## config.mk

```make
export PLATFORM = sky130hd
export DESIGN_NAME = fpPipeline
export DESIGN_NICKNAME = d
export VERILOG_FILES = /design/src/verilog/dfpOpcodePkg.sv /design/src/verilog/dfpPacketPkg.sv /design/src/verilog/fpPipeline.sv /design/src/verilog/memoryAccess.sv /design/src/verilog/functionProcessor.sv /design/src/verilog/handshakeStage.sv
export SDC_FILE = /design/constraint.sdc
export NUM_CORES = 1
export LEC_CHECK = 0
export BUFFER_PORTS_ARGS = -buffer_cell sky130_fd_sc_hd__buf_4
export CAP_MARGIN = 40
export CORE_MARGIN = 1
export CORE_UTILIZATION = 52
export DETAILED_ROUTE_END_ITERATION = 12
export PLACE_DENSITY = 0.68
export SKIP_LAST_GASP = 1
export SYNTH_ARGS = -nofsm -noshare
export SYNTH_HDL_FRONTEND = slang
export SYNTH_SLANG_ARGS = --single-unit
```

## constraint.sdc

```tcl
create_clock -name CP -period 11.3 [get_ports CP]
set_input_delay 2.825 -clock CP [delete_from_list [all_inputs] [get_ports CP]]
set_output_delay 2.825 -clock CP [all_outputs]
set_load 0.02 [all_outputs]
```

## src/verilog/dfpOpcodePkg.sv

```systemverilog
package dfpOpcodePkg;

    localparam int OPCODE_WIDTH = 6;

    // Arithmetic, logic and shift
    localparam logic [OPCODE_WIDTH-1:0] OP_ADD = 6'h00;
    localparam logic [OPCODE_WIDTH-1:0] OP_ADDC = 6'h01;
    localparam logic [OPCODE_WIDTH-1:0] OP_SUB = 6'h02;
    localparam logic [OPCODE_WIDTH-1:0] OP_SUBC = 6'h03;
    localparam logic [OPCODE_WIDTH-1:0] OP_AND = 6'h04;
    localparam logic [OPCODE_WIDTH-1:0] OP_OR = 6'h05;
    localparam logic [OPCODE_WIDTH-1:0] OP_XOR = 6'h06;
    localparam logic [OPCODE_WIDTH-1:0] OP_MUL = 6'h07;
    localparam logic [OPCODE_WIDTH-1:0] OP_SHL = 6'h08;
    localparam logic [OPCODE_WIDTH-1:0] OP_SHR = 6'h09;
    localparam logic [OPCODE_WIDTH-1:0] OP_ROL = 6'h0a;
    localparam logic [OPCODE_WIDTH-1:0] OP_ROR = 6'h0b;

    // Conditional branch
    localparam logic [OPCODE_WIDTH-1:0] OP_BZ = 6'h10;
    localparam logic [OPCODE_WIDTH-1:0] OP_BNZ = 6'h11;
    localparam logic [OPCODE_WIDTH-1:0] OP_BC = 6'h12;
    localparam logic [OPCODE_WIDTH-1:0] OP_BNC = 6'h13;
    localparam logic [OPCODE_WIDTH-1:0] OP_BZL = 6'h14;
    localparam logic [OPCODE_WIDTH-1:0] OP_BNZL = 6'h15;

    // Memory, packet removal, identifier change
    localparam logic [OPCODE_WIDTH-1:0] OP_LDM = 6'h18;
    localparam logic [OPCODE_WIDTH-1:0] OP_STM = 6'h19;
    localparam logic [OPCODE_WIDTH-1:0] OP_ABSORB = 6'h20;
    localparam logic [OPCODE_WIDTH-1:0] OP_CHGCOL = 6'h28;
    localparam logic [OPCODE_WIDTH-1:0] OP_ADDGEN = 6'h29;
    localparam logic [OPCODE_WIDTH-1:0] OP_DECGEN = 6'h2a;

    function automatic logic isImplemented(input logic [OPCODE_WIDTH-1:0] op);
        case (op)
            OP_ADD, OP_SUB, OP_AND, OP_OR, OP_XOR, OP_MUL, OP_SHL, OP_SHR,
            OP_BZ, OP_LDM, OP_STM, OP_ABSORB, OP_CHGCOL, OP_ADDGEN, OP_DECGEN:
                return 1'b1;
            default:
                return 1'b0;
        endcase
    endfunction

endpackage

```

## src/verilog/dfpPacketPkg.sv

```systemverilog
package dfpPacketPkg;

    // Identifier fields, top to bottom
    localparam int COLOR_WIDTH = 3;
    localparam int GEN_WIDTH = 8;
    localparam int DEST_WIDTH = 7;
    localparam int LR2_WIDTH = 2;

    localparam int OPERAND_WIDTH = 16;

    // color, gen, dest, LR2, BR, CPY
    localparam int ID_WIDTH = COLOR_WIDTH + GEN_WIDTH + DEST_WIDTH + LR2_WIDTH + 2;

    // Identifier, opcode, C, Z, DataL, DataR
    localparam int IN_PACKET_WIDTH = ID_WIDTH + 6 + 2 + 2 * OPERAND_WIDTH;

    // Identifier, C, Z, result data
    localparam int OUT_PACKET_WIDTH = ID_WIDTH + 2 + OPERAND_WIDTH;

    localparam int MEM_DEPTH = 16;
    localparam int MEM_ADDR_WIDTH = 4;

endpackage
```

## src/verilog/fpPipeline.sv

```systemverilog
`timescale 1ns/10ps

module fpPipeline (
    input  logic                                   CP,
    input  logic                                   MR,
    input  logic                                   sendIn,
    output logic                                   ackOut,
    input  logic [dfpPacketPkg::IN_PACKET_WIDTH-1:0]  packetIn,
    output logic                                   sendOut,
    input  logic                                   ackIn,
    output logic [dfpPacketPkg::OUT_PACKET_WIDTH-1:0] packetOut
);

    import dfpPacketPkg::*;

    // Function processor to memory access link
    logic                        fpSend;
    logic                        fpAck;
    logic [OUT_PACKET_WIDTH-1:0] fpPacket;
    logic                        writeEn;
    logic                        loadFlg;
    logic [MEM_ADDR_WIDTH-1:0]   storeAddr;

    functionProcessor functionProcessor_i (
        .CP(CP),
        .MR(MR),
        .sendIn(sendIn),
        .ackOut(ackOut),
        .packetIn(packetIn),
        .sendOut(fpSend),
        .ackIn(fpAck),
        .packetOut(fpPacket),
        .writeEn(writeEn),
        .loadFlg(loadFlg),
        .storeAddr(storeAddr)
    );

    memoryAccess memoryAccess_i (
        .CP(CP),
        .MR(MR),
        .sendIn(fpSend),
        .ackOut(fpAck),
        .packetIn(fpPacket),
        .writeEn(writeEn),
        .loadFlg(loadFlg),
        .storeAddr(storeAddr),
        .sendOut(sendOut),
        .ackIn(ackIn),
        .packetOut(packetOut)
    );

endmodule

```

## src/verilog/memoryAccess.sv

```systemverilog
`timescale 1ns/10ps

module memoryAccess (
    input  logic                                   CP,
    input  logic                                   MR,
    input  logic                                   sendIn,
    output logic                                   ackOut,
    input  logic [dfpPacketPkg::OUT_PACKET_WIDTH-1:0] packetIn,
    input  logic                                   writeEn,
    input  logic                                   loadFlg,
    input  logic [dfpPacketPkg::MEM_ADDR_WIDTH-1:0]   storeAddr,
    output logic                                   sendOut,
    input  logic                                   ackIn,
    output logic [dfpPacketPkg::OUT_PACKET_WIDTH-1:0] packetOut
);

    import dfpPacketPkg::*;

    logic [OPERAND_WIDTH-1:0]    dataMem [MEM_DEPTH];
    logic [MEM_ADDR_WIDTH-1:0]   loadAddr;
    logic [OUT_PACKET_WIDTH-1:0] stagedPacket;
    logic                        accept;

    assign accept = sendIn && ackOut;
    assign loadAddr = packetIn[MEM_ADDR_WIDTH-1:0];

    // Load replaces only the data field
    assign stagedPacket = loadFlg ?
        {packetIn[OUT_PACKET_WIDTH-1:OPERAND_WIDTH], dataMem[loadAddr]} : packetIn;

    always_ff @(posedge CP or posedge MR)
    begin
        if (MR)
        begin
            for (int i = 0; i < MEM_DEPTH; i++)
                dataMem[i] <= '0;
        end
        else if (accept && writeEn)
            dataMem[storeAddr] <= packetIn[OPERAND_WIDTH-1:0];
    end

    // Result packet register
    handshakeStage #(
        .WIDTH(OUT_PACKET_WIDTH)
    ) resultStage (
        .CP(CP),
        .MR(MR),
        .sendIn(sendIn),
        .ackOut(ackOut),
        .dataIn(stagedPacket),
        .sendOut(sendOut),
        .ackIn(ackIn),
        .dataOut(packetOut)
    );

    assert property (@(posedge CP) disable iff (MR)
        !(writeEn && loadFlg));

endmodule

```

## src/verilog/functionProcessor.sv

```systemverilog
`timescale 1ns/10ps

module functionProcessor (
    input  logic                                   CP,
    input  logic                                   MR,
    input  logic                                   sendIn,
    output logic                                   ackOut,
    input  logic [dfpPacketPkg::IN_PACKET_WIDTH-1:0]  packetIn,
    output logic                                   sendOut,
    input  logic                                   ackIn,
    output logic [dfpPacketPkg::OUT_PACKET_WIDTH-1:0] packetOut,
    output logic                                   writeEn,
    output logic                                   loadFlg,
    output logic [dfpPacketPkg::MEM_ADDR_WIDTH-1:0]   storeAddr
);

    import dfpPacketPkg::*;
    import dfpOpcodePkg::*;

    logic                       slotFull;
    logic                       slotAck;
    logic [IN_PACKET_WIDTH-1:0] slotData;

    logic [COLOR_WIDTH-1:0]   color;
    logic [GEN_WIDTH-1:0]     gen;
    logic [DEST_WIDTH-1:0]    dest;
    logic [LR2_WIDTH-1:0]     lr2;
    logic                     br;
    logic                     cpy;
    logic [OPCODE_WIDTH-1:0]  opcode;
    logic                     cIn;
    logic                     zIn;
    logic [OPERAND_WIDTH-1:0] dataL;
    logic [OPERAND_WIDTH-1:0] dataR;

    logic [COLOR_WIDTH-1:0]   newColor;
    logic [GEN_WIDTH-1:0]     newGen;
    logic [DEST_WIDTH-1:0]    newDest;
    logic [LR2_WIDTH-1:0]     newLr2;
    logic                     newC;
    logic                     newZ;
    logic [OPERAND_WIDTH-1:0] newData;
    logic [OPERAND_WIDTH:0]   sum;
    logic                     aluOp;
    logic                     storeOp;
    logic                     loadOp;
    logic                     absorbOp;
    logic                     dropItem;

    // Operand packet register
    handshakeStage #(
        .WIDTH(IN_PACKET_WIDTH)
    ) operandStage (
        .CP(CP),
        .MR(MR),
        .sendIn(sendIn),
        .ackOut(ackOut),
        .dataIn(packetIn),
        .sendOut(slotFull),
        .ackIn(slotAck),
        .dataOut(slotData)
    );

    assign {color, gen, dest, lr2, br, cpy, opcode, cIn, zIn, dataL, dataR} = slotData;

    always_comb
    begin
        sum = {1'b0, dataL} + {1'b0, dataR};
        newColor = color;
        newGen = gen;
        newDest = dest;
        newLr2 = lr2;
        newC = cIn;
        newZ = zIn;
        newData = dataL;
        aluOp = 1'b0;
        storeOp = 1'b0;
        loadOp = 1'b0;
        absorbOp = 1'b0;
        case (opcode)
            OP_ADD:
            begin
                newData = sum[OPERAND_WIDTH-1:0];
                newC = sum[OPERAND_WIDTH];
                aluOp = 1'b1;
            end
            OP_SUB:
            begin
                newData = dataL - dataR;
                newC = dataL < dataR;
                aluOp = 1'b1;
            end
            OP_AND:
            begin
                newData = dataL & dataR;
                newC = 1'b0;
                aluOp = 1'b1;
            end
            OP_OR:
            begin
                newData = dataL | dataR;
                newC = 1'b0;
                aluOp = 1'b1;
            end
            OP_XOR:
            begin
                newData = dataL ^ dataR;
                newC = 1'b0;
                aluOp = 1'b1;
            end
            OP_MUL:
            begin
                newData = dataL * dataR;
                aluOp = 1'b1;
            end
            OP_SHL:
            begin
                newData = dataL << dataR;
                aluOp = 1'b1;
            end
            OP_SHR:
            begin
                newData = dataL >> dataR;
                aluOp = 1'b1;
            end
            OP_BZ:
            begin
                // Taken branch steers to the next node, swapped port
                if (zIn)
                begin
                    newDest = dest + DEST_WIDTH'(1);
                    newLr2 = {lr2[0], lr2[1]};
                end
            end
            OP_LDM:
            begin
                newData = sum[OPERAND_WIDTH-1:0];
                loadOp = 1'b1;
            end
            OP_STM:
            begin
                newData = dataR;
                storeOp = 1'b1;
            end
            OP_ABSORB:
                absorbOp = 1'b1;
            OP_CHGCOL:
                newColor = dataR[COLOR_WIDTH-1:0];
            OP_ADDGEN:
                newGen = gen + dataR[GEN_WIDTH-1:0];
            OP_DECGEN:
                newGen = gen - GEN_WIDTH'(1);
            default:
            begin
                newData = dataL;
            end
        endcase
        if (aluOp)
            newZ = (newData == '0);
    end

    // Absorbed packets leave the slot without being offered
    assign dropItem = slotFull && absorbOp;
    assign slotAck = ackIn || dropItem;
    assign sendOut = slotFull && !absorbOp;

    assign packetOut = {newColor, newGen, newDest, newLr2, br, cpy, newC, newZ, newData};
    assign writeEn = slotFull && storeOp;
    assign loadFlg = slotFull && loadOp;
    assign storeAddr = dataL[MEM_ADDR_WIDTH-1:0];

    assert property (@(posedge CP) disable iff (MR)
        slotFull |-> isImplemented(opcode));

endmodule

```

## src/verilog/handshakeStage.sv

```systemverilog
`timescale 1ns/10ps

module handshakeStage #(
    parameter int WIDTH = 62
) (
    input  logic             CP,
    input  logic             MR,
    input  logic             sendIn,
    output logic             ackOut,
    input  logic [WIDTH-1:0] dataIn,
    output logic             sendOut,
    input  logic             ackIn,
    output logic [WIDTH-1:0] dataOut
);

    logic             full;
    logic [WIDTH-1:0] slotData;
    logic             loadSlot;

    // Free slot, or the item leaves this cycle
    assign ackOut = !full || ackIn;
    assign loadSlot = sendIn && ackOut;

    assign sendOut = full;
    assign dataOut = slotData;

    always_ff @(posedge CP or posedge MR)
    begin
        if (MR)
            full <= 1'b0;
        else if (loadSlot)
            full <= 1'b1;
        else if (ackIn)
            full <= 1'b0;
    end

    always_ff @(posedge CP)
    begin
        if (loadSlot)
            slotData <= dataIn;
    end

    // Offered item held until taken
    assert property (@(posedge CP) disable iff (MR)
        sendOut && !ackIn |=> $stable(dataOut));

endmodule

```

==> summary.md, run 1 <==
| Metric | Value |
|---|---|
| Avg Synthesized Cell Area | around 9.6 sq um |
| Post-synthesis async set-or-reset flop share | 0.717 |
| Number of synthesized flops with an enable pin | roughly 100 |
| Gate count after technology mapping | between 2,000 and 3,000 |
| Ranking of synthesized cells by area | dfrtp_1, edfxtp_1, nand2_1, fa_1, mux2_2 |
| Switching component of the power | 1.63 mW |
| Detailed Place HPWL | 57,400 microns |
| Number of input and output port buffers inserted | 107 |
| Share of post-route cells with drive strength above 1 | 0.172 |
| Number of violations of the max-capacitance limit | 0 |
| Startpoint type of the worst setup path | register |
| Number of nets in the finished design | ~2,800 |
| Count of different cell masters after synthesis | 95 |
| Classification of the worst-slack hold path | register to register |
| Share of Yosys cell area claimed by the top area cell type | 0.266 |
| Largest area contributor in the synthesized netlist | dfrtp_1 |
| Post-CTS clock slew at the launch and capture registers of the worst setup and hold paths | 0.06 ns |
| PostCTS Resize Cnt | 0 |
| Worst setup slack after layout | approximately 3.8 ns |
| Detailed Routing Iterations Pass 1 | 5 |
| #FFs+latches synth | 360 |
| FILL cells | 3,936 |
| Via density per instance | between 6 and 7 |
| Area growth from synthesis to layout | 11.6% |
| Post-route DRC violation count | 0 |
| Routing usage on met3 | 0.0733 |
| Worst setup path category | register to register |
| Clock tree from TritonCTS | yes |
| Layer with the highest usage after global routing | met2 |
| Row count | between 70 and 80 |
| Die Y | 218 microns |
| Combinational cell fraction of total power | 0.394 |
| Biggest fanout along the worst timing path | 46 |
| WP data required | 11.67 ns |
| Setup-failing EPs final | 0 |
| Outcome | finished clean |
| Met2 usage | 0.520 |
| Setup tns final | 0 ns |
| Setup crit start | functionProcessor_i.operandStage.dataOut[2] |
| Post-Synthesis Net Count | between 2,000 and 3,000 |
| Number of antenna violations at the first check in global routing | 2 |
| Peak VDD IR | 0.000154 V |
| Cell Count, Final, Fillers Out | around 3,200 |
| Clock insertion delay at the later pin of the skew report | around 0.56 ns |
| Sequential-to-total area share from yosys stat | 0.392 |
| Final hold violations | 0 |
| Cell total after placement | roughly 3,100 |
| Total number of vias | approximately 20,000 |
| CTS buffer count | 40 |
| Overall track demand over capacity in global routing | 0.353 |
| Post-synthesis cell area | approximately 0.024 sq mm |
| Maximum number of pins on one net before global-route repair | approximately 110 |
| DP Worst Slack | 3.92 ns |
| Die X | roughly 220 microns |
| Count of hold-fix buffers inserted at cts | 0 |
| Warnings, synthesis | 0 |
| Dominant register cell in the synthesized netlist | dfrtp_1 |
| Maximum clock frequency | around 130 MHz |
| Origin of the critical flop-to-flop path | functionProcessor_i.operandStage.dataOut[2] |
| Area of the die | 0.0476 sq mm |
| P_int | between 2 and 3 mW |
| Wire length reported by the detailed router | roughly 83,000 microns |
| End of the worst register-to-register path | memoryAccess_i.resultStage.dataOut[16] |
| Number of H-tree branching levels | 2 |
| Slew margin rel. | 0.384 |
| Wire length of the first global-routing pass | about 120,000 microns |
| Share of total power in the clock network | 0.284 |
| Worst reg-to-reg path cell count | 22 |
| Final slew viol count | 0 |
| Avg WL per Cell | around 26 microns |
| Final weighted congestion in routability-driven placement | roughly 1.1 |
| Arr. time, crit path | 7.88 ns |
| Maximum buffer depth of the clock tree | 3 |
| Leakage | between 10 and 15 nW |
| Postcts setup bufs | 0 |
| Post-synth top cells | nand2_1, dfrtp_1, inv_1 |
| ANT cells | 0 |
| RSZ-0062 raised after global routing | false |
| Met1 layer usage reported by global route | 0.515 |
| Sum of overflow across all layers after global routing | 0 |
| Register share of total power | 0.322 |
| Initial core utilization | 0.531 |
| Total number of clock tree sinks | 360 |
| Critical Path Sink Type | register |
| Via count of the first global-routing pass | between 15,000 and 20,000 |
| Power density over the cells | 164 mW/mm^2 |
| Initial detailed-routing violation count | between 2,000 and 2,500 |
| Period utilization | 0.664 |
| Dominant cell by count in the synthesized netlist | nand2_1 |
| Critical path endpoint | memoryAccess_i.resultStage.dataOut[16] |
| Worst hold slack | 0.430 ns |
| IO Pins | about 110 |
| Fraction of power spent switching nets | 0.365 |
| Clock root buffer | clkbuf_16 |
| Setup skew after layout | between 0.02 and 0.025 ns |
| Core area | 0.0458 sq mm |
| Time the worst path needs with I/O delays and setup | about 7.5 ns |
| Worst setup slack for register-to-register paths | between 3 and 4 ns |
| Slew of the pin with the lowest slew margin | about 0.92 ns |
| Antenna Nets Post-Route | 0 |
## how the worst min path moves through the flow
stage                                                       startpoint                                     end  cells past startpoint
after floorplan           functionProcessor_i.operandStage.dataOut[40]  memoryAccess_i.resultStage.dataOut[18]                      0
after detailed placement  functionProcessor_i.operandStage.dataOut[40]  memoryAccess_i.resultStage.dataOut[18]                      0
after global placement    functionProcessor_i.operandStage.dataOut[41]  memoryAccess_i.resultStage.dataOut[19]                      0
after global routing      functionProcessor_i.operandStage.dataOut[41]  memoryAccess_i.resultStage.dataOut[19]                      0
after CTS                 functionProcessor_i.operandStage.dataOut[41]  memoryAccess_i.resultStage.dataOut[19]                      0
final                     functionProcessor_i.operandStage.dataOut[41]  memoryAccess_i.resultStage.dataOut[19]                      0
## critical path: stages, from the launching register on
cell and delay [ns]:
edfxtp_1 0.32, buf_4 0.49, inv_1 0.41, buf_4 0.33, nor2_1 0.17, fa_1 0.47, fa_1 0.50, ha_1 0.21
fa_1 0.48, inv_1 0.06, fa_1 0.49, fa_1 0.50, inv_1 0.04, ha_1 0.32, o21ai_0 0.14, a31oi_1 0.54
xor2_1 0.15, nand2_1 0.11, a41oi_1 0.12, buf_4 0.22, or4_1 0.52, or4b_1 0.49, o41ai_2 0.22
## cell families (layout without fill, tap and decap cells)
group,after synthesis,count (layout),share of synthesized area
muxes,260,260,0.126
and+or+nand+nor,934,934,0.170
xor gates and xnor gates,55,55,0.0204
adders and majority gates,189,189,0.123
DFF,360,360,0.392
buffers and inverters,342,432,0.0598
AOI/OAI and AO/OA,383,383,0.110
## state kept, by name, summed over array words and instances, names as in the netlist
register and cells:
memoryAccess_i.dataMem 256, functionProcessor_i.operandStage.dataOut 62, functionProcessor_i.operandStage.sendOut 1, memoryAccess_i.resultStage.sendOut 1
memoryAccess_i.resultStage.dataOut 40
## final cells by class
cell class	instances	area [sq um]	area share
clock inverter	12	104	0.00383
multi-input combinational	1821	13400	0.494
sequential	360	9520	0.351
clock buffer	61	1170	0.0431
timing repair buffer	187	1530	0.0564
inverter	172	653	0.0241
tap	600	751	0.0277
## power groups by stage
| stage | logic, mW | registers [mW] | clock network (mW) |
|---|---|---|---|
| final | 1.75 | 1.43 | 1.26 |
| after global routing | 1.92 | 1.43 | 1.34 |
| after global placement | 1.70 | 1.45 | 0 |
| after CTS | 1.73 | 1.43 | 1.28 |
| after floorplan | 1.19 | 1.45 | 0 |
| after detailed placement | 1.72 | 1.45 | 0 |
## metal layers
layer	wire length, microns	part of all wire	vias to the layer above
met1	35900	0.43	10101
met5	0	0	-
li1	-	-	8896
met2	35700	0.43	1110
met3	8320	0.10	166
met4	2700	0.033	0
## stage by stage
| step | power, mW | area, sq um | utilization |
|---|---|---|---|
| after floorplan | 2.65 | 24300 | - |
| after global placement | 3.16 | 25600 | 0.559 |
| after detailed placement | 3.17 | 25800 | 0.565 |
| after CTS | 4.45 | 27100 | 0.593 |
| after global routing | 4.69 | 27100 | 0.593 |
| final | 4.45 | 27100 | 0.593 |
## cell usage in the layout (no fill, tap or decap), drive strengths merged, types with 13 or more instances in the layout
| cell | n |
|---|---|
| fa | 83 |
| mux2i | 100 |
| o211ai | 15 |
| nor3 | 34 |
| a21oi | 46 |
| a221oi | 14 |
| clkbuf | 61 |
| dfrtp | 258 |
| clkinv | 16 |
| nand2 | 535 |
| nor2 | 144 |
| ha | 106 |
| mux4 | 23 |
| nand2b | 16 |
| nor4 | 14 |
| and2 | 13 |
| a31oi | 19 |
| mux2 | 137 |
| o21ai | 117 |
| a22oi | 16 |
| a32oi | 21 |
| edfxtp | 102 |
| nand4 | 24 |
| buf | 185 |
| xor2 | 14 |
| inv | 167 |
| nand3 | 86 |
| xnor2 | 40 |
No activity file was read; power rests on OpenSTA's default activity.
==> inputs of run 2 (changes only) <==
==> constraint.sdc (replaced) <==
create_clock -name CP -period 7.6 [get_ports CP]
set_input_delay 1.9 -clock CP [delete_from_list [all_inputs] [get_ports CP]]
set_output_delay 1.9 -clock CP [all_outputs]
set_load 0.02 [all_outputs]
==> summary.md, run 2 (same netlist as run 1, synthesis figures left out) <==
| Metric | Value |
|---|---|
| Total number of vias | 20,328 |
| Final weighted congestion in routability-driven placement | approximately 1.0 |
| Wire length reported by the detailed router | 85,100 microns |
| Number of nets in the finished design | 2,849 |
| Overall track demand over capacity in global routing | 0.362 |
| Fraction of the core area covered by cells at the end of the flow | 0.596 |
| Number of antenna violations at the first check in global routing | 0 |
| Worst reg-to-reg path cell count | 23 |
| P_int | around 4.3 mW |
| Final slew viol count | 0 |
| Register share of total power | 0.310 |
| Die Y | around 220 microns |
| Final hold violations | 0 |
| Area of the die | 0.0476 sq mm |
| Detailed Routing Iterations Pass 1 | 5 |
| Number of violations of the max-capacitance limit | 0 |
| Finished layout cell area | about 0.027 sq mm |
| Placed cell areas | 0.0260 sq mm |
| Combinational cell fraction of total power | 0.403 |
| Number of input and output port buffers inserted | roughly 110 |
| Largest register FFs | ~260 |
| Via count of the first global-routing pass | 19,896 |
| Setup-failing EPs final | 0 |
| Maximum clock frequency | approximately 140 MHz |
| Arr. time, crit path | between 7 and 8 ns |
| Row count | 78 |
| Share of total power in the clock network | 0.287 |
| Power consumption | a little under 7 mW |
| Clock insertion delay at the later pin of the skew report | 0.58 ns |
| Most common cell after layout, fill and taps aside | nand2_1 |
| Core area | between 0.04 and 0.05 sq mm |
| Initial core utilization | 0.531 |
| Cell count of the worst hold path | 0 |
| Slew margin rel. | 0.348 |
| Setup skew after layout | ~0.027 ns |
| Setup tns final | 0 ns |
| CTS buffer count | 40 |
| Outcome | finished clean |
| Fraction of power spent switching nets | 0.380 |
| Time the worst path needs with I/O delays and setup | approximately 7.0 ns |
| Number of H-tree branching levels | 2 |
| Avg WL per Cell | 26.4 microns |
| Biggest fanout along the worst timing path | 18 |
| Critical Path Sink Type | register |
| Postcts setup bufs | 0 |
| Antenna Nets Post-Route | 0 |
| Area growth from synthesis to layout | 12.3% |
| Total number of clock tree sinks | 360 |
| Slew of the pin with the lowest slew margin | about 0.98 ns |
| Wire length of the first global-routing pass | about 130,000 microns |
| Leakage | 12.5 nW |
| PostCTS Resize Cnt | 0 |
| Classification of the worst-slack hold path | register to register |
| Peak VDD IR | between 0.0003 and 0.0004 V |
| Count of hold-fix buffers inserted at cts | 0 |
| Die X | ~220 microns |
| Switching component of the power | 2.62 mW |
| Via density per instance | between 6 and 7 |
| Sum of overflow across all layers after global routing | 0 |
| RSZ-0062 raised after global routing | false |
| Area taken by flip-flops and latches | between 0.009 and 0.01 sq mm |
| Register with the most flip-flops | memoryAccess_i.dataMem |
| Initial detailed-routing violation count | 2,077 |
| Maximum buffer depth of the clock tree | 3 |
| WP data required | roughly 8.0 ns |
| Power density over the cells | between 200 and 300 mW/mm^2 |
| Clock tree from TritonCTS | yes |
| Worst hold slack | approximately 0.44 ns |
| Most used cells in the layout excluding fill and tap cells | nand2_1, dfrtp_1, buf_4 |
| Worst setup path category | register to register |
| Maximum number of pins on one net before global-route repair | around 170 |
| Period utilization | 0.919 |
| IO Pins | around 110 |
| Detailed Place HPWL | a little over 60,000 microns |
| FILL cells | roughly 3,900 |
| Startpoint type of the worst setup path | register |
| Area occupied by multi-input gates | ~0.013 sq mm |
| Post-route DRC violation count | 0 |
| Share of post-route cells with drive strength above 1 | 0.177 |
| Clock root buffer | clkbuf_16 |
| Post-CTS clock slew at the launch and capture registers of the worst setup and hold paths | 0.06 ns |
## run 2: final cells by class
class | count | share of cell area
Multi-Input combinational cell | 1821 | 0.491
Sequential cell | 360 | 0.349
Timing Repair Buffer | 199 | 0.0596
Clock buffer | 63 | 0.0436
Tap cell | 600 | 0.0275
Inverter | 172 | 0.0238
Clock inverter | 11 | 0.00523
Antenna cell | 1 | 0.0000917
## run 2: worst max-delay path: stages, from the launching register on
cell and delay [ns]:
edfxtp_1 0.59, inv_1 0.46, nor2_1 0.14, fa_1 0.55, inv_1 0.05, fa_1 0.47, inv_1 0.04, ha_1 0.27
ha_1 0.31, fa_1 0.51, inv_1 0.06, fa_1 0.49, inv_1 0.05, ha_1 0.31, or2_2 0.32, a21oi_1 0.17
a31oi_1 0.09, xor2_1 0.23, nand2_1 0.11, a41oi_1 0.12, buf_4 0.23, or4_1 0.52, or4b_1 0.50, o41ai_2 0.21
## run 2: path summary, 6_finish.rpt
kind,start,slack (ns),end
worst max-delay path,functionProcessor_i.operandStage.dataOut[4],0.62,memoryAccess_i.resultStage.dataOut[16]
min in group asynchronous,MR,1.45,memoryAccess_i.dataMem[48]
worst max register to register,functionProcessor_i.operandStage.dataOut[4],0.62,memoryAccess_i.resultStage.dataOut[16]
worst min-delay path,functionProcessor_i.operandStage.dataOut[40],0.44,memoryAccess_i.resultStage.dataOut[18]
worst min register to register,functionProcessor_i.operandStage.dataOut[40],0.44,memoryAccess_i.resultStage.dataOut[18]
max in group asynchronous,MR,4.82,memoryAccess_i.dataMem[218]
## run 2: power groups by stage
stage               Combinational, mW  Sequential [mW]  Clock (mW)
finish                           2.78             2.13        1.98
global route                     3.02             2.14        2.07
CTS                              2.74             2.13        2.00
detailed placement               2.72             2.16           0
global placement                 2.70             2.16           0
floorplan                        1.78             2.16           0
## run 2: stage by stage
step / cells / setup slack (ns)
6_report: 3227 / 0.616
5_1_grt: 3226 / 0.391
4_1_cts: 3225 / 0.721
3_5_place_dp: 3151 / 0.733
3_3_place_gp: 3137 / 0.850
2_1_floorplan: 2523 / 0.681
## run 2: metal layers
| layer | track usage | share of wire |
|---|---|---|
| met1 | 0.531 | 0.44 |
| met2 | 0.508 | 0.41 |
| met3 | 0.101 | 0.11 |
| met4 | 0.129 | 0.037 |
| met5 | 0 | 0 |
